[config.mk]
export PLATFORM = sky130hd
export DESIGN_NAME = manycore_endpoint_top
export DESIGN_NICKNAME = d
export VERILOG_FILES = /design/src/manycore_pkg.sv /design/src/bank_hash.sv /design/src/eva_to_npa.sv /design/src/endpoint_cfg_regs.sv /design/src/remote_req_gen.sv /design/src/manycore_endpoint_top.sv
export SDC_FILE = /design/constraint.sdc
export NUM_CORES = 1
export LEC_CHECK = 0
export ABC_AREA = 0
export BUFFER_PORTS_ARGS = -buffer_cell sky130_fd_sc_hd__buf_2
export CORE_MARGIN = 3
export CORE_UTILIZATION = 45
export DETAILED_ROUTE_END_ITERATION = 7
export PLACE_DENSITY = 0.91
export SYNTH_ARGS = -nofsm -noshare
export SYNTH_HDL_FRONTEND = slang
export SYNTH_SLANG_ARGS = --single-unit
[constraint.sdc]
create_clock -name clk_i -period 4.4 [get_ports clk_i]
set_input_delay 0.88 -clock clk_i [delete_from_list [all_inputs] [get_ports clk_i]]
set_output_delay 0.88 -clock clk_i [all_outputs]
set_load 0.02 [all_outputs]
[src/manycore_pkg.sv]
// shared definitions for the manycore remote-access endpoint
// address widths, coordinate types, EVA field positions,
// request/packet structs and the AXI4-Lite config bus
`default_nettype none

package manycore_pkg;

  localparam int eva_width_gp    = 32;
  localparam int epa_width_gp    = 28;  // word address, msb = host dram
  localparam int x_cord_width_gp = 4;
  localparam int y_cord_width_gp = 3;
  localparam int data_width_gp   = 32;
  localparam int cnt_width_gp    = 16;
  localparam int axil_addr_width_gp = 32;

  typedef logic [eva_width_gp-1:0]       eva_t;  // byte addr
  typedef logic [epa_width_gp-1:0]       epa_t;
  typedef logic [x_cord_width_gp-1:0]    x_cord_t;
  typedef logic [y_cord_width_gp-1:0]    y_cord_t;  // '1 = bottom row
  typedef logic [data_width_gp-1:0]      data_t;
  typedef logic [data_width_gp/8-1:0]    mask_t;
  typedef logic [cnt_width_gp-1:0]       cnt_t;
  typedef logic [axil_addr_width_gp-1:0] axil_addr_t;

  // remote tags, taken from the top of the EVA
  localparam logic [1:0] remote_global_gp     = 2'b01;
  localparam logic [2:0] remote_tile_group_gp = 3'b001;

  // field positions, shared by global and tile-group EVAs
  localparam int global_y_lsb_gp        = 24;
  localparam int global_x_lsb_gp        = 18;
  localparam int epa_word_addr_width_gp = 16;  // eva[17:2]

  // config register offsets
  localparam axil_addr_t csr_ctrl_gp        = 32'h0;  // bit 0 dram enable
  localparam axil_addr_t csr_tgo_gp         = 32'h4;  // x 3:0, y 10:8
  localparam axil_addr_t csr_invalid_cnt_gp = 32'h8;  // ro, write clears

  localparam logic [1:0] axil_resp_okay_gp   = 2'b00;
  localparam logic [1:0] axil_resp_slverr_gp = 2'b10;

  typedef struct packed {
    logic  write;
    eva_t  eva;
    data_t data;
    mask_t mask;
  } core_req_s;

  typedef struct packed {
    x_cord_t x_cord;
    y_cord_t y_cord;
    epa_t    epa;
    logic    write;
    data_t   data;
    mask_t   mask;
  } net_pkt_s;

  typedef struct packed {
    axil_addr_t awaddr;
    logic       awvalid;
    data_t      wdata;
    mask_t      wstrb;
    logic       wvalid;
    logic       bready;
    axil_addr_t araddr;
    logic       arvalid;
    logic       rready;
  } axil_req_s;

  typedef struct packed {
    logic       awready;
    logic       wready;
    logic [1:0] bresp;
    logic       bvalid;
    logic       arready;
    data_t      rdata;
    logic [1:0] rresp;
    logic       rvalid;
  } axil_rsp_s;

endpackage

`default_nettype wire

[src/bank_hash.sv]
// vcache bank hash
// xor-folds a dram block address into a bank number so strided
// accesses spread over all banks; the index is the line position
// inside the chosen bank
`timescale 1ns/1ps
`default_nettype none

module bank_hash #(
  parameter int banks_p = 8,
  parameter int width_p = 26
) (
  input  logic [width_p-1:0]                  addr_i,
  output logic [$clog2(banks_p)-1:0]          bank_o,
  output logic [width_p-$clog2(banks_p)-1:0]  index_o
);

  localparam int lg_banks_lp  = $clog2(banks_p);
  localparam int groups_lp    = (width_p + lg_banks_lp - 1) / lg_banks_lp;
  localparam int pad_width_lp = groups_lp * lg_banks_lp;

  logic [pad_width_lp-1:0] addr_pad;

  assign addr_pad = pad_width_lp'(addr_i);  // top group zero padded

  always_comb begin
    bank_o = '0;
    for (int i = 0; i < groups_lp; i++) begin
      bank_o = bank_o ^ addr_pad[i*lg_banks_lp +: lg_banks_lp];
    end
  end

  assign index_o = addr_i[width_p-1:lg_banks_lp];  // drop bank bits

endmodule

`default_nettype wire

[src/eva_to_npa.sv]
// EVA to network physical address translation
// classifies a core byte address as dram, global or tile-group
// and produces the destination x/y and the word-granular EPA.
// dram goes to a vcache on the top/bottom row (hashed or direct)
// or to host dram when dram mode is off
`timescale 1ns/1ps
`default_nettype none

module eva_to_npa #(
  parameter int num_tiles_x_p                = 4,
  parameter int vcache_block_size_in_words_p = 8,
  parameter int vcache_size_p                = 512
) (
  input  manycore_pkg::eva_t    eva_i,
  input  logic                  dram_enable_i,
  input  manycore_pkg::x_cord_t tgo_x_i,
  input  manycore_pkg::y_cord_t tgo_y_i,
  output manycore_pkg::x_cord_t x_cord_o,
  output manycore_pkg::y_cord_t y_cord_o,
  output manycore_pkg::epa_t    epa_o,
  output logic                  is_invalid_addr_o
);

  localparam int word_offset_width_lp = $clog2(vcache_block_size_in_words_p);
  localparam int lg_vcache_size_lp    = $clog2(vcache_size_p);
  localparam int lg_tiles_x_lp        = $clog2(num_tiles_x_p);
  localparam int banks_lp             = 2 * num_tiles_x_p;
  localparam int lg_banks_lp          = $clog2(banks_lp);
  localparam int hash_width_lp  = manycore_pkg::eva_width_gp - 3 - word_offset_width_lp;
  localparam int dm_x_lsb_lp    = 2 + lg_vcache_size_lp;  // above vcache word range

  logic is_dram;
  logic is_global;
  logic is_tile_group;
  logic [lg_banks_lp-1:0]               hash_bank;
  logic [hash_width_lp-lg_banks_lp-1:0] hash_index;
  manycore_pkg::x_cord_t                field_x;
  manycore_pkg::y_cord_t                field_y;
  manycore_pkg::epa_t                   word_epa;

  assign is_dram       = eva_i[31];
  assign is_global     = eva_i[31 -: 2] == manycore_pkg::remote_global_gp;
  assign is_tile_group = eva_i[31 -: 3] == manycore_pkg::remote_tile_group_gp;
  assign is_invalid_addr_o = ~(is_dram | is_global | is_tile_group);

  assign field_x  = eva_i[manycore_pkg::global_x_lsb_gp +: manycore_pkg::x_cord_width_gp];
  assign field_y  = eva_i[manycore_pkg::global_y_lsb_gp +: manycore_pkg::y_cord_width_gp];
  assign word_epa = manycore_pkg::epa_t'(eva_i[2 +: manycore_pkg::epa_word_addr_width_gp]);

  // block address = eva[30 : word offset + 2]
  bank_hash #(
    .banks_p(banks_lp),
    .width_p(hash_width_lp)
  ) bank_hash_inst (
    .addr_i (eva_i[2+word_offset_width_lp +: hash_width_lp]),
    .bank_o (hash_bank),
    .index_o(hash_index)
  );

  always_comb begin
    x_cord_o = '0;
    y_cord_o = '0;
    epa_o    = '0;
    if (is_dram) begin
      if (dram_enable_i) begin
        y_cord_o = hash_bank[lg_banks_lp-1] ? '1 : '0;  // msb picks bottom row
        x_cord_o = manycore_pkg::x_cord_t'(hash_bank[lg_banks_lp-2:0]);
        epa_o    = manycore_pkg::epa_t'({hash_index, eva_i[2 +: word_offset_width_lp]});
      end else if (eva_i[30]) begin
        epa_o = {1'b1, eva_i[2 +: manycore_pkg::epa_width_gp-1]};  // host dram at (0,0)
      end else begin
        // direct mapped: x above the vcache range, then the row bit
        y_cord_o = eva_i[dm_x_lsb_lp+lg_tiles_x_lp] ? '1 : '0;
        x_cord_o = manycore_pkg::x_cord_t'(eva_i[dm_x_lsb_lp +: lg_tiles_x_lp]);
        epa_o    = manycore_pkg::epa_t'(eva_i[2 +: lg_vcache_size_lp]);
      end
    end else if (is_global) begin
      x_cord_o = field_x;
      y_cord_o = field_y;
      epa_o    = word_epa;
    end else if (is_tile_group) begin
      x_cord_o = field_x + tgo_x_i;  // wraps at field width
      y_cord_o = field_y + tgo_y_i;
      epa_o    = word_epa;
    end
  end

  // exactly one address class per request
  always_comb begin
    assert ($onehot({is_dram, is_global, is_tile_group, is_invalid_addr_o}))
      else $error("eva_to_npa: address class not unique");
  end

endmodule

`default_nettype wire

[src/endpoint_cfg_regs.sv]
// endpoint configuration registers on AXI4-Lite
// dram enable, tile-group origin and the invalid-request counter
// readback; a write to the counter offset pulses a clear
`timescale 1ns/1ps
`default_nettype none

module endpoint_cfg_regs (
  input  logic                    clk_i,
  input  logic                    rst_i,
  input  manycore_pkg::axil_req_s axil_req_i,
  output manycore_pkg::axil_rsp_s axil_rsp_o,
  input  manycore_pkg::cnt_t      invalid_cnt_i,
  output logic                    dram_enable_o,
  output manycore_pkg::x_cord_t   tgo_x_o,
  output manycore_pkg::y_cord_t   tgo_y_o,
  output logic                    cnt_clear_o
);

  logic               wr_hs;
  logic               rd_hs;
  logic               wr_mapped;
  logic               bvalid_r;
  logic               rvalid_r;
  logic [1:0]         bresp_r;
  logic [1:0]         rresp_r;
  manycore_pkg::data_t rdata_r;
  manycore_pkg::data_t rd_mux;
  logic               rd_mapped;

  // aw and w taken together with one response outstanding at a time
  assign wr_hs = axil_req_i.awvalid & axil_req_i.wvalid & ~bvalid_r;
  assign rd_hs = axil_req_i.arvalid & ~rvalid_r;

  assign wr_mapped = axil_req_i.awaddr == manycore_pkg::csr_ctrl_gp
                   | axil_req_i.awaddr == manycore_pkg::csr_tgo_gp
                   | axil_req_i.awaddr == manycore_pkg::csr_invalid_cnt_gp;

  always_comb begin
    rd_mux    = '0;
    rd_mapped = 1'b1;
    case (axil_req_i.araddr)
      manycore_pkg::csr_ctrl_gp:        rd_mux[0] = dram_enable_o;
      manycore_pkg::csr_tgo_gp:         rd_mux = {21'b0, tgo_y_o, 4'b0, tgo_x_o};
      manycore_pkg::csr_invalid_cnt_gp: rd_mux[15:0] = invalid_cnt_i;
      default:                          rd_mapped = 1'b0;  // reads as zero
    endcase
  end

  always_ff @(posedge clk_i) begin
    if (rst_i) begin
      bvalid_r      <= 1'b0;
      rvalid_r      <= 1'b0;
      dram_enable_o <= 1'b0;
      tgo_x_o       <= '0;
      tgo_y_o       <= '0;
      cnt_clear_o   <= 1'b0;
    end else begin
      cnt_clear_o <= wr_hs && axil_req_i.awaddr == manycore_pkg::csr_invalid_cnt_gp;
      if (wr_hs) begin
        bvalid_r <= 1'b1;
        if (axil_req_i.awaddr == manycore_pkg::csr_ctrl_gp && axil_req_i.wstrb[0])
          dram_enable_o <= axil_req_i.wdata[0];
        if (axil_req_i.awaddr == manycore_pkg::csr_tgo_gp) begin
          if (axil_req_i.wstrb[0]) tgo_x_o <= axil_req_i.wdata[3:0];
          if (axil_req_i.wstrb[1]) tgo_y_o <= axil_req_i.wdata[10:8];
        end
      end else if (axil_req_i.bready) begin
        bvalid_r <= 1'b0;
      end
      if (rd_hs) rvalid_r <= 1'b1;
      else if (axil_req_i.rready) rvalid_r <= 1'b0;
    end
  end

  // response payload loaded at each handshake
  always_ff @(posedge clk_i) begin
    if (wr_hs) bresp_r <= wr_mapped ? manycore_pkg::axil_resp_okay_gp
                                    : manycore_pkg::axil_resp_slverr_gp;
    if (rd_hs) begin
      rdata_r <= rd_mux;
      rresp_r <= rd_mapped ? manycore_pkg::axil_resp_okay_gp
                           : manycore_pkg::axil_resp_slverr_gp;
    end
  end

  assign axil_rsp_o.awready = wr_hs;
  assign axil_rsp_o.wready  = wr_hs;
  assign axil_rsp_o.bresp   = bresp_r;
  assign axil_rsp_o.bvalid  = bvalid_r;
  assign axil_rsp_o.arready = rd_hs;
  assign axil_rsp_o.rdata   = rdata_r;
  assign axil_rsp_o.rresp   = rresp_r;
  assign axil_rsp_o.rvalid  = rvalid_r;

  // a write response only follows an accepted aw/w pair
  assert property (@(posedge clk_i) disable iff (rst_i) $rose(bvalid_r) |-> $past(wr_hs))
    else $error("endpoint_cfg_regs: bvalid without write handshake");

endmodule

`default_nettype wire

[src/remote_req_gen.sv]
// remote request stage
// translates accepted core requests and holds the resulting packet
// in one output register until the network takes it; requests to
// invalid addresses are swallowed and counted
`timescale 1ns/1ps
`default_nettype none

module remote_req_gen #(
  parameter int num_tiles_x_p                = 4,
  parameter int vcache_block_size_in_words_p = 8,
  parameter int vcache_size_p                = 512
) (
  input  logic                    clk_i,
  input  logic                    rst_i,
  input  manycore_pkg::core_req_s core_req_i,
  input  logic                    core_v_i,
  output logic                    core_ready_o,
  input  logic                    dram_enable_i,
  input  manycore_pkg::x_cord_t   tgo_x_i,
  input  manycore_pkg::y_cord_t   tgo_y_i,
  input  logic                    cnt_clear_i,
  output manycore_pkg::net_pkt_s  pkt_o,
  output logic                    pkt_v_o,
  input  logic                    pkt_ready_i,
  output manycore_pkg::cnt_t      invalid_cnt_o
);

  manycore_pkg::x_cord_t x_cord;
  manycore_pkg::y_cord_t y_cord;
  manycore_pkg::epa_t    epa;
  logic                  is_invalid;
  logic                  accept;
  logic                  bump;

  eva_to_npa #(
    .num_tiles_x_p               (num_tiles_x_p),
    .vcache_block_size_in_words_p(vcache_block_size_in_words_p),
    .vcache_size_p               (vcache_size_p)
  ) eva_to_npa_inst (
    .eva_i            (core_req_i.eva),
    .dram_enable_i    (dram_enable_i),
    .tgo_x_i          (tgo_x_i),
    .tgo_y_i          (tgo_y_i),
    .x_cord_o         (x_cord),
    .y_cord_o         (y_cord),
    .epa_o            (epa),
    .is_invalid_addr_o(is_invalid)
  );

  assign core_ready_o = ~pkt_v_o | pkt_ready_i;  // empty or draining
  assign accept       = core_v_i & core_ready_o;
  assign bump         = accept & is_invalid;

  always_ff @(posedge clk_i) begin
    if (rst_i) begin
      pkt_v_o <= 1'b0;
    end else if (accept) begin
      pkt_v_o <= ~is_invalid;
    end else if (pkt_ready_i) begin
      pkt_v_o <= 1'b0;
    end
  end

  always_ff @(posedge clk_i) begin
    if (accept && !is_invalid) begin
      pkt_o.x_cord <= x_cord;
      pkt_o.y_cord <= y_cord;
      pkt_o.epa    <= epa;
      pkt_o.write  <= core_req_i.write;
      pkt_o.data   <= core_req_i.data;
      pkt_o.mask   <= core_req_i.mask;
    end
  end

  // saturating count, clear wins but keeps a same-cycle increment
  always_ff @(posedge clk_i) begin
    if (rst_i) begin
      invalid_cnt_o <= '0;
    end else if (cnt_clear_i) begin
      invalid_cnt_o <= manycore_pkg::cnt_t'(bump);
    end else if (bump && invalid_cnt_o != '1) begin
      invalid_cnt_o <= invalid_cnt_o + 1'b1;
    end
  end

  assert property (@(posedge clk_i) disable iff (rst_i)
    pkt_v_o && !pkt_ready_i |=> pkt_v_o && $stable(pkt_o))
    else $error("remote_req_gen: packet changed under back-pressure");

endmodule

`default_nettype wire

[src/manycore_endpoint_top.sv]
// manycore tile remote-access endpoint
// config registers on AXI4-Lite plus the request stage that turns
// core loads/stores into mesh packets
`timescale 1ns/1ps
`default_nettype none

module manycore_endpoint_top #(
  parameter int num_tiles_x_p                = 4,  // power of two
  parameter int vcache_block_size_in_words_p = 8,
  parameter int vcache_size_p                = 512  // words
) (
  input  logic                    clk_i,
  input  logic                    rst_i,
  input  manycore_pkg::axil_req_s axil_req_i,
  output manycore_pkg::axil_rsp_s axil_rsp_o,
  input  manycore_pkg::core_req_s core_req_i,
  input  logic                    core_v_i,
  output logic                    core_ready_o,
  output manycore_pkg::net_pkt_s  pkt_o,
  output logic                    pkt_v_o,
  input  logic                    pkt_ready_i
);

  logic                  dram_enable;
  manycore_pkg::x_cord_t tgo_x;
  manycore_pkg::y_cord_t tgo_y;
  logic                  cnt_clear;
  manycore_pkg::cnt_t    invalid_cnt;

  endpoint_cfg_regs endpoint_cfg_regs_inst (
    .clk_i        (clk_i),
    .rst_i        (rst_i),
    .axil_req_i   (axil_req_i),
    .axil_rsp_o   (axil_rsp_o),
    .invalid_cnt_i(invalid_cnt),
    .dram_enable_o(dram_enable),
    .tgo_x_o      (tgo_x),
    .tgo_y_o      (tgo_y),
    .cnt_clear_o  (cnt_clear)
  );

  remote_req_gen #(
    .num_tiles_x_p               (num_tiles_x_p),
    .vcache_block_size_in_words_p(vcache_block_size_in_words_p),
    .vcache_size_p               (vcache_size_p)
  ) remote_req_gen_inst (
    .clk_i        (clk_i),
    .rst_i        (rst_i),
    .core_req_i   (core_req_i),
    .core_v_i     (core_v_i),
    .core_ready_o (core_ready_o),
    .dram_enable_i(dram_enable),
    .tgo_x_i      (tgo_x),
    .tgo_y_i      (tgo_y),
    .cnt_clear_i  (cnt_clear),
    .pkt_o        (pkt_o),
    .pkt_v_o      (pkt_v_o),
    .pkt_ready_i  (pkt_ready_i),
    .invalid_cnt_o(invalid_cnt)
  );

endmodule

`default_nettype wire

# [Word level (Yosys, flattened, before mapping)]
# Index checks and enable logic that the tools add are counted.
[op_classes] addsub=3 eq_ne=7 muxes=30 bitwise_logic=22 reduce_logical=15
[ops] operator="$mux W28" count=3
[ops] operator="$eq A32 B3 Y1 const B" count=2
[ops] operator="$eq A32 B4 Y1 const B" count=2
[ops] operator="$logic_not A32 Y1" count=2
[ops] operator="$mux W16" count=2
[ops] operator="$pmux W15 S2" count=1
[ops] operator="$mux W3" count=7
[ops] operator="$xor A3 B3 Y3" count=7
[ops] operator="$add A16 B1 Y16 const B" count=1
[ops] operator="$ne A16 B16 Y1 const B" count=1
[ops] operator="$mux W4" count=3
[ops] operator="$mux W1" count=9
[ops] operator="$mux W2" count=4
[ops] operator="$reduce_bool A2 Y1" count=4
[ops] operator="$reduce_and A3 Y1" count=2
[ops] operator="$and A1 B1 Y1" count=5
[ops] operator="$or A1 B1 Y1" count=5
[ops] operator="$add A4 B4 Y4" count=1
[ops] operator="$logic_and A1 B1 Y1" count=4
[ops] operator="$not A1 Y1" count=4
[ops] operator="$add A3 B3 Y3" count=1
[ops] operator="$eq A3 B1 Y1 const B" count=1
[ops] operator="$pmux W1 S3" count=1
[ops] operator="$reduce_or A3 Y1" count=1
[ops] operator="other kinds (4)" count=4
[word_totals] ff_bits=120 inputBits=178 output_inout_bits=115 wordCells=95

# [Depth between registers and ports, before layout]
# Gate-level depths: netlist of run 1.
[depth] depth_word=11 mapped_depth=8

# [Cells and area by module]
# Synthesis of run 1 repeated with hierarchy kept, for this count alone.
[hier_totals] cells_unflattened=497 hier_area_um2=5846.9
[by_module_without_submodules] mod="remote_req_gen" instances=1 cells_per_inst=175 area_each_um2=3026.7
[by_module_without_submodules] mod="endpoint_cfg_regs" instances=1 cells_per_inst=155 area_each_um2=1669.1
[by_module_without_submodules] mod="eva_to_npa" instances=1 cells_per_inst=123 area_each_um2=752.0
[by_module_without_submodules] mod="bank_hash" instances=1 cells_per_inst=44 area_each_um2=399.1

# [Least setup slack after synthesis of run 1]
# Ideal clock, no wire load.
[synth_path] kind="in2reg" start="input port pkt_ready_i" end="register, netlist name remote_req_gen_inst.pkt_o[0]" setup_time_ns=0.439 arrival_ns=3.009 slack_ns=0.953 stages=2 n_path_buf=0 path_cell_list="nand2b_1 > and3_1"
[synth_between] elab_chain_cells=3
[synth_rtl] item="from (decl)" line="manycore_endpoint_top.sv:21" source="input logic pkt_ready_i"
[synth_rtl] item="$or A1 B1 Y1" line="remote_req_gen.sv:50" source="assign core_ready_o = ~pkt_v_o | pkt_ready_i;"
[synth_rtl] item="$and A1 B1 Y1" line="remote_req_gen.sv:51" source="assign accept = core_v_i & core_ready_o;"
[synth_rtl] item="$logic_and A1 B1 Y1" line="remote_req_gen.sv:65" source="if (accept && !is_invalid) begin"
# Every way passes these cells.
# A chain may end at the register's enable or synchronous reset.

# [Final worst setup path of run 1]
[layout_path] start="input port core_req_i[67] in the netlist's numbering" end="register, netlist name remote_req_gen_inst.pkt_o[38]"
[layout_between] elab_chain_cells=4 word_cells_on_any_way=5
[layout_rtl] item="from (decl)" line="manycore_endpoint_top.sv:16" source="input manycore_pkg::core_req_s core_req_i,"
[layout_rtl] item="$eq A2 B1 Y1" line="eva_to_npa.sv:42" source="assign is_global = eva_i[31 -: 2] == manycore_pkg::remote_global_gp;"
[layout_rtl] item="$or A1 B1 Y1" line="eva_to_npa.sv:44" source="assign is_invalid_addr_o = ~(is_dram | is_global | is_tile_group);"
[layout_rtl] item="$or A1 B1 Y1 *" line="eva_to_npa.sv:44"
[layout_rtl] item="$logic_and A1 B1 Y1 *" line="remote_req_gen.sv:65"
# Mark *: on every way between the ends. The rest lies on a longest branch, timed or not.

==> impl_results.md, run 1 <==
* Yosys warning total at 0
* GR Util met3 at between 5 and 6%
* Synthesized-area fraction occupied by adder cells at about 1.9%
* Row count at 39
* Die height at 116 µm
* Slew Limit Headroom at between 40% and 50%
* Sw Pwr at between 0.0007 and 0.0008 W
* Final hold vios at 0
* Pwr Total at around 0.003 W
* Worst Hold Class: reg2reg
* Clock transition at the registers of the reported paths at 0.05 ns
* Final Net Count at between 800 and 900
* Number of CTS-inserted buffers at 17
* Flops & latches, synth at 118
* Synth top cells by count: 90 x edfxtp_1, 43 x nor2_1, 28 x dfxtp_1
* Final setup viols at 0
* Largest family of logic cells by synthesized area: simple AND/OR/NAND/NOR gates
* I/O Buffers at roughly 250
* Post-Syn Area at 0.00546 mm²
* Area leader, netlist: edfxtp_1
* CTS tree: done
* Maximum clock frequency at between 0.3 and 0.4 GHz
* Worst EP arrival at about 2.7 ns
* Clk network pwr share at 45.1%
* Buffer depth of the longest clock path at 2
* Gpl congestion at between 0.8 and 0.9
* Layout cells sized above 1 at between 40% and 50%
* Die area at approximately 0.014 mm²
* Synth Area in Compound Gates at 9.37%
* I/O Pins at a little under 300
* Switching Fraction at a little under a quarter
* Crit path from: core_req_i[67]
* Final ANT Viol Nets at 0
* Filler Cells Inserted at between 800 and 900
* Maximum number of pins on one net before global-route repair at 31
* Die Wd at 116 µm
* Cell variety after synth at 52
* CTS root buffer: clkbuf_16
* Synthesized instance count at 430
* Leakage at around 3.1 nW
* Post-CTS sizing at 0
* Maximum vdd drop at 0.213 mV
* Int Pwr at about 0.0023 W
* Worst Tran Pin Value at ~0.85 ns
* XOR/XNOR Fraction of Synth Area at 5.77%
* Fin crit share at 60.0%
* Final wirelength at 14800 µm
* Share of power burned in registers at 43.0%
* Critical Path End Type: flip-flop
* Top_reg_cell synth: edfxtp_1
* Final min period at 2.64 ns
* Met2 usage at between 40 and 50%
* Hold-fix buffers, CTS at 0
* Area delta synth->final at 33.8%
* Avg WL per Cell at around 18 µm
* Asr flop ratio synth at 0%
* Cell Pwr Density at 406 mW/mm²
* Yosys top cell area share at approximately half
* Final core utilization at between 60% and 70%
* Critical R2R Launch: endpoint_cfg_regs_inst.dram_enable_o
* Worst clock skew at roughly 0.0070 ns
* Most common cell in the netlist: edfxtp_1
* Clk Latency, worst-skew pair at about 0.41 ns
* HPWL Detailed at between 10000 and 15000 µm
* Logic pwr share at about an eighth
* Register area share after synthesis at 59.7%
* GR Util met1 at roughly a fifth
* CP max FO at 30
* CP Class: in2reg
* Final non-filler cell total at between 800 and 900
* Mux share of post-synthesis cell area at under 10%
* DR iter-0 viols at 341
* Status: finished, final reports clean
* RSZ-0062 raised after global routing: no
* Total GRT Usage at 21.3%
* Vias at around 4400
* Initial antenna violation count at 0
* Antenna diodes at 0
* Global route overflow at 0
* Drt drc at 0
* Critical path data required time at 4.48 ns
* Mean Syn Cell Area at 12.7 µm²
* # Max-Cap Violations at 0
* Fin Setup TNS at 0 ns
* First drt pass iteration count at 4
* Clock Sinks at 118
* Worst hold start: endpoint_cfg_regs_inst.bvalid_r
* Dominant cells by area after synthesis: edfxtp_1 49%, dfxtp_1 10%, xnor2_1 4.0%, buf_4 3.3%, nor2_1 3.0%
* Detailed-route vias per instance at ~5.3
* Initial Utilization at a little under half
* Cells after DPL at around 800
* Htree depth at 4
* Post-CTS setup buffer count at 0
* Vias in the first global route at approximately 4200
* Slew Viols, Final at 0
* Simple-Gate Fraction of Synth Area at around 17%
* Post-synth EDFFs at 90
* Worst Setup Start Kind: primary input
* Core area at between 0.01 and 0.015 mm²
* Busiest layer in global routing: met2
* Global-route wire length before repair at around 21000 µm
[flip-flops by register name (all words and copies together) (netlist names)]
signal and cells:
endpoint_cfg_regs_inst.rdata_r 16, remote_req_gen_inst.pkt_v_o 1, endpoint_cfg_regs_inst.cnt_clear_o 1, remote_req_gen_inst.pkt_o 72, endpoint_cfg_regs_inst.tgo_y_o 3, remote_req_gen_inst.invalid_cnt_o 16
endpoint_cfg_regs_inst.dram_enable_o 1, endpoint_cfg_regs_inst.bvalid_r 1, endpoint_cfg_regs_inst.rvalid_r 1, endpoint_cfg_regs_inst.bresp_r 1, endpoint_cfg_regs_inst.rresp_r 1, endpoint_cfg_regs_inst.tgo_x_o 4
[power by group through the flow]
| stage | Sequential [W] | Combinational (W) | Clock [W] |
|---|---|---|---|
| floorplan | 0.00137 | 0.000137 | 0 |
| global placement | 0.00130 | 0.000346 | 0 |
| detailed placement | 0.00130 | 0.000352 | 0 |
| CTS | 0.00128 | 0.000357 | 0.00135 |
| global route | 0.00128 | 0.000384 | 0.00140 |
| finish | 0.00128 | 0.000354 | 0.00134 |
[metal layers]
layer	share of wire, %	vias to the layer above
li1	-	2057
met1	33	2058
met2	55	243
met3	9.6	26
met4	2.2	2
met5	0.034	-
[cells in the final DEF, fill, tap and decap left out, drive strengths merged, types with 2 or more instances in the layout]
cell type  Yosys  final
nand3b         3      3
o211ai         4      4
and2          18     18
nor2          43     43
and3           4      4
nand3          8      8
o2111ai        3      3
nor4          18     18
and4           6      6
clkbuf        10     25
or3            3      3
clkinv         0      4
a22o          15     15
xnor2         25     25
a2111oi        2      2
fa             2      2
mux2i         10     10
a21o           3      3
nand2         26     26
ha             5      5
inv            9     10
a22oi          7      7
a31oi          2      2
buf           27    248
nor3           3      3
nor2b          5      5
or2            2      2
o21ai          4      4
nand2b         2      2
edfxtp        90     90
a21oi         10     10
xor2          11     11
conb           1     18
dfxtp         28     28
a221oi         8      8
nand4          6      6
[through the flow]
step / area [µm²] / setup slack [ns] / hold slack, ns
4_1_cts: 7310 / 1.73 / 0.486
2_1_floorplan: 5530 / 0.953 / 0.458
5_1_grt: 7310 / 1.56 / 0.499
6_report: 7310 / 1.76 / 0.486
3_3_place_gp: 6730 / 1.34 / 0.474
3_5_place_dp: 6730 / 1.32 / 0.478
[cell type report]
type                            count  area, µm²  share of cell area, %
Sequential cell                   118       3260                   44.6
Multi-Input combinational cell    283       2000                   27.4
Timing Repair Buffer              248       1250                   17.1
Clock buffer                       25        517                   7.07
Tap cell                          143        179                   2.45
Clock inverter                      7       67.6                  0.924
Inverter                            9       33.8                  0.462
[cells by family after synthesis]
group	Yosys count
compound gates	63
fa+ha+maj	7
other cells	1
buf+inv	46
flops	118
xor+xnor	36
simple gates	149
mux	10
[worst paths after layout]
| path | to | slack, ns | cells past startpoint |
|---|---|---|---|
| min | endpoint_cfg_regs_inst.bvalid_r | 0.49 | 2 |
| max | remote_req_gen_inst.pkt_o[38] | 1.76 | 4 |
| max reg2reg | remote_req_gen_inst.pkt_o[51] | 2.28 | 3 |
| min reg2reg | endpoint_cfg_regs_inst.bvalid_r | 0.49 | 2 |
[worst max-delay path, cell delays in order]
cell and delay (ns):
buf_2 0.26, or3_1 0.43, and3_2 0.71, buf_4 0.41
Power figures use the tool's default switching activity.
==> run 2: changes to the inputs <==
--- a/config.mk
+++ b/config.mk
@@ -5,12 +5,12 @@
 export SDC_FILE = /design/constraint.sdc
 export NUM_CORES = 1
 export LEC_CHECK = 0
-export ABC_AREA = 0
+export ABC_AREA = 1
 export BUFFER_PORTS_ARGS = -buffer_cell sky130_fd_sc_hd__buf_2
 export CORE_MARGIN = 3
-export CORE_UTILIZATION = 45
+export CORE_UTILIZATION = 46
 export DETAILED_ROUTE_END_ITERATION = 7
-export PLACE_DENSITY = 0.91
+export PLACE_DENSITY = 0.92
 export SYNTH_ARGS = -nofsm -noshare
 export SYNTH_HDL_FRONTEND = slang
 export SYNTH_SLANG_ARGS = --single-unit
==> constraint.sdc (replaced) <==
create_clock -name clk_i -period 2.55 [get_ports clk_i]
set_input_delay 0.51 -clock clk_i [delete_from_list [all_inputs] [get_ports clk_i]]
set_output_delay 0.51 -clock clk_i [all_outputs]
set_load 0.02 [all_outputs]
==> run 2 against run 1 <==
Clock power rose by 80%. First-iteration DRC count grew 28%. Critical endpoint is now remote_req_gen_inst.invalid_cnt_o[15]. Synthesized cell count grew 44%. Via count grew 20%. Count of clock-buffer cells in the layout decreased by 8. Register-to-register slack worse by 1.6 ns. Clock skew barely moved. Sequential share of layout area down 1.9 points. Cell area rose by 4.5%.
==> impl_results.md, run 2 <==
* Synth top cells by count: 134 x nand2_1, 90 x edfxtp_1, 89 x nor2_1
* Drt drc at 0 (unchanged)
* Clock Sinks at 118 (unchanged)
* Worst Setup EP: remote_req_gen_inst.invalid_cnt_o[15]
* CP Class: reg2reg
* Vias at 5245 (+20%)
* Worst Hold Class: in2reg
* Total GRT Usage at 23.3% (+1.9 points)
* CTS tree: done
* Maximum number of pins on one net before global-route repair at 46 (+48%)
* Flops & latches, synth at 118 (unchanged)
* Critical R2R Launch: remote_req_gen_inst.invalid_cnt_o[0]
* # Max-Cap Violations at 0 (unchanged)
* Buffer depth of the longest clock path at 2 (unchanged)
* RSZ-0062 raised after global routing: no
* Die area at 0.0138 mm² (+2.0%)
* Die Wd at 117 µm (+1.0%)
* Cells after DPL at 1025 (+28%)
* Die height at 117 µm (+1.0%)
* Commonest cells after routing, fill and taps aside: 245 x buf_2, 134 x nand2_1, 90 x edfxtp_1
* Sw Pwr at 0.00131 W (+86%)
* Worst clock skew at 0.00700 ns (-0.0000401 ns)
* Row count at 40 (+2.6%)
* Register area share after synthesis at 57.2% (-2.5 points)
* Worst Setup Start Kind: flip-flop
* Worst Tran Pin Value at 0.703 ns (-0.146 ns)
* Most common cell in the netlist: nand2_1
* Status: finished, final reports clean
* Asr flop ratio synth at 0% (unchanged)
* Yosys warning total at 0 (unchanged)
* Cell variety after synth at 39 (-25%)
* Top_reg_cell synth: edfxtp_1
* Slew Viols, Final at 0 (unchanged)
* Final min period at between 1.5 and 2 ns
* CP max FO at 18 (-40%)
* Reg-to-reg endpoint: remote_req_gen_inst.invalid_cnt_o[15]
* Post-synth EDFFs at 90 (unchanged)
* Synthesized instance count at 621 (+44%)
* Area leader, netlist: edfxtp_1
* Commonest non-fill, non-tap cell in the layout: buf_2
* Slew Limit Headroom at 53.1% (+9.7 points)
* Yosys top cell area share at 47.4% (-2.1 points)
* Clk Latency, worst-skew pair at 0.41 ns (about the same)
* Antenna diodes at 0 (unchanged)
* Maximum vdd drop at 0.515 mV (+140%)
* Logic pwr share at 11.8% (about the same)
* Final ANT Viol Nets at 0 (unchanged)
* I/O Buffers at 245 (unchanged)
* R2r setup slk at 0.69 ns (-1.59 ns)
* Dominant cells by area after synthesis: edfxtp_1 47%, dfxtp_1 9.8%, nand2_1 8.8%, nor2_1 5.9%, inv_1 5.1%
* Cell Pwr Density at 686 mW/mm² (+69%)
* HPWL Detailed at 12700 µm (+12%)
* Core area at 0.0121 mm² (+3.4%)
* Int Pwr at 0.00393 W (+74%)
* Crit path from: remote_req_gen_inst.invalid_cnt_o[0]
* Post-Syn Area at 0.00570 mm² (+4.4%)
* First drt pass iteration count at 5 (+1)
* DR iter-0 viols at 436 (+28%)
* Htree depth at 4 (unchanged)
* Maximum clock frequency at 0.537 GHz
* Largest Register: remote_req_gen_inst.pkt_o
* Area delta synth->final at 33.8% (about the same)
* Initial Utilization at 47.3% (+0.44 points)
* Worst EP arrival at 2.14 ns (-0.58 ns)
* Layout cells sized above 1 at 34.0% (-9.2 points)
* Critical path data required time at 2.82 ns (-1.66 ns)
* CTS root buffer: clkbuf_16
* Reg2reg path depth at 8 (+5)
* Global route overflow at 0 (unchanged)
* Switching Fraction at 25.0% (+1.2 points)
* Number of CTS-inserted buffers at 17 (unchanged)
* Global-route wire length before repair at 24900 µm (+17%)
* Initial antenna violation count at 0 (unchanged)
* Vias in the first global route at 4972 (+18%)
* Fin crit share at roughly 73%
* Critical Path End Type: flip-flop
* Leakage at 3.39 nW (+8.4%)
* Clk network pwr share at 46.0% (+0.9 points)
* Top flop regs: remote_req_gen_inst.pkt_o x72, endpoint_cfg_regs_inst.rdata_r x16, remote_req_gen_inst.invalid_cnt_o x16
* Clock transition at the registers of the reported paths at 0.06 ns (about the same)
* I/O Pins at 293 (unchanged)
* Post-CTS setup buffer count at 0 (unchanged)
* Detailed-route vias per instance at 4.96 (-5.8%)
* Gpl congestion at 0.920 (+9.1%)
* Final non-filler cell total at 1057 (+27%)
* Final setup viols at 0 (unchanged)
* Final wirelength at 16300 µm (+10%)
* Number of flip-flops in the largest register at 72 (unchanged)
* Mean Syn Cell Area at 9.19 µm² (-28%)
* Final Net Count at 1061 (+23%)
* Post-CTS sizing at 0 (unchanged)
* Final hold vios at 0 (unchanged)
* Avg WL per Cell at 15.4 µm (-13%)
* Share of power burned in registers at 42.2% (-0.8 points)
* Hold-fix buffers, CTS at 0 (unchanged)
* Fin Setup TNS at 0 ns (unchanged)
run 2: changes by cell type in the layout (fill, tap and decap cells not counted), moves of 13 or more:
cell	delta
xnor2_1	-21
nor2_1	+45
a22o_1	-15
inv_1	+68
a21oi_1	+19
nand3_1	+27
o21ai_0	+13
o22ai_1	+21
and2_1	-18
nand2_1	+108
run 2: metal layers:
layer	global-route usage, %	share of wire (%)	wire length [µm]
met5	0	0	0
met4	7.62	2.4	385
met3	7.52	9.9	1610
met2	42.8	52	8450
met1	25.2	36	5880
run 2: logic make-up after synthesis:
kind of cell,count (synthesis),share of synthesized area (%)
buffers and inverters,115,9.48
other,1,0.0657
AND/OR/NAND/NOR,290,21.7
XOR/XNOR,13,2.00
adder cells (fa/ha/maj),7,1.80
flip-flops,118,57.2
AO/OA/AOI/OAI,77,7.72
run 2: worst min path at each step:
stage,startpoint,endpoint,slack [ns],cells past startpoint
4_1_cts,core_req_i[4],remote_req_gen_inst.pkt_o[4],0.26,1
6_report,core_req_i[4],remote_req_gen_inst.pkt_o[4],0.28,1
5_1_grt,core_req_i[16],remote_req_gen_inst.pkt_o[16],0.25,1
3_5_place_dp,remote_req_gen_inst.invalid_cnt_o[15],remote_req_gen_inst.invalid_cnt_o[15],0.46,2
3_3_place_gp,remote_req_gen_inst.invalid_cnt_o[15],remote_req_gen_inst.invalid_cnt_o[15],0.45,2
2_1_floorplan,endpoint_cfg_regs_inst.tgo_y_o[1],endpoint_cfg_regs_inst.tgo_y_o[1],0.44,2
run 2: final cells by class:
type                            count  area, µm²
Inverter                           84        320
Clock buffer                       17        425
Fill cell                         950       4430
Multi-Input combinational cell    405       1970
Timing Repair Buffer              250       1260
Clock inverter                     15        180
Tap cell                          168        210
Sequential cell                   118       3260
run 2: power groups by stage:
stage,Combinational [W],Sequential (W),Clock [W]
final,0.000620,0.00221,0.00241
after global routing,0.000671,0.00222,0.00252
after CTS,0.000621,0.00221,0.00244
after detailed placement,0.000616,0.00225,0
after global placement,0.000598,0.00225,0
after floorplan,0.000241,0.00237,0
run 2: through the flow:
step	instance area [µm²]	total power, W	hold slack (ns)	worst slack, ns	util, %
after floorplan	5780	0.00261	0.441	0.192	-
after global placement	7030	0.00284	0.453	0.576	58.3
after detailed placement	7030	0.00287	0.456	0.525	58.3
after CTS	7630	0.00527	0.260	0.711	63.3
after global routing	7630	0.00541	0.252	0.494	63.3
final	7630	0.00524	0.275	0.688	63.3
run 2: critical path, stage by stage (launching register included):
cell and delay [ns]:
dfxtp_1 0.46, ha_1 0.24, nand3_1 0.13, nor2_1 0.20, nand3_1 0.14, nand2_4 0.22, inv_2 0.16, nand2_1 0.11
a21oi_1 0.06
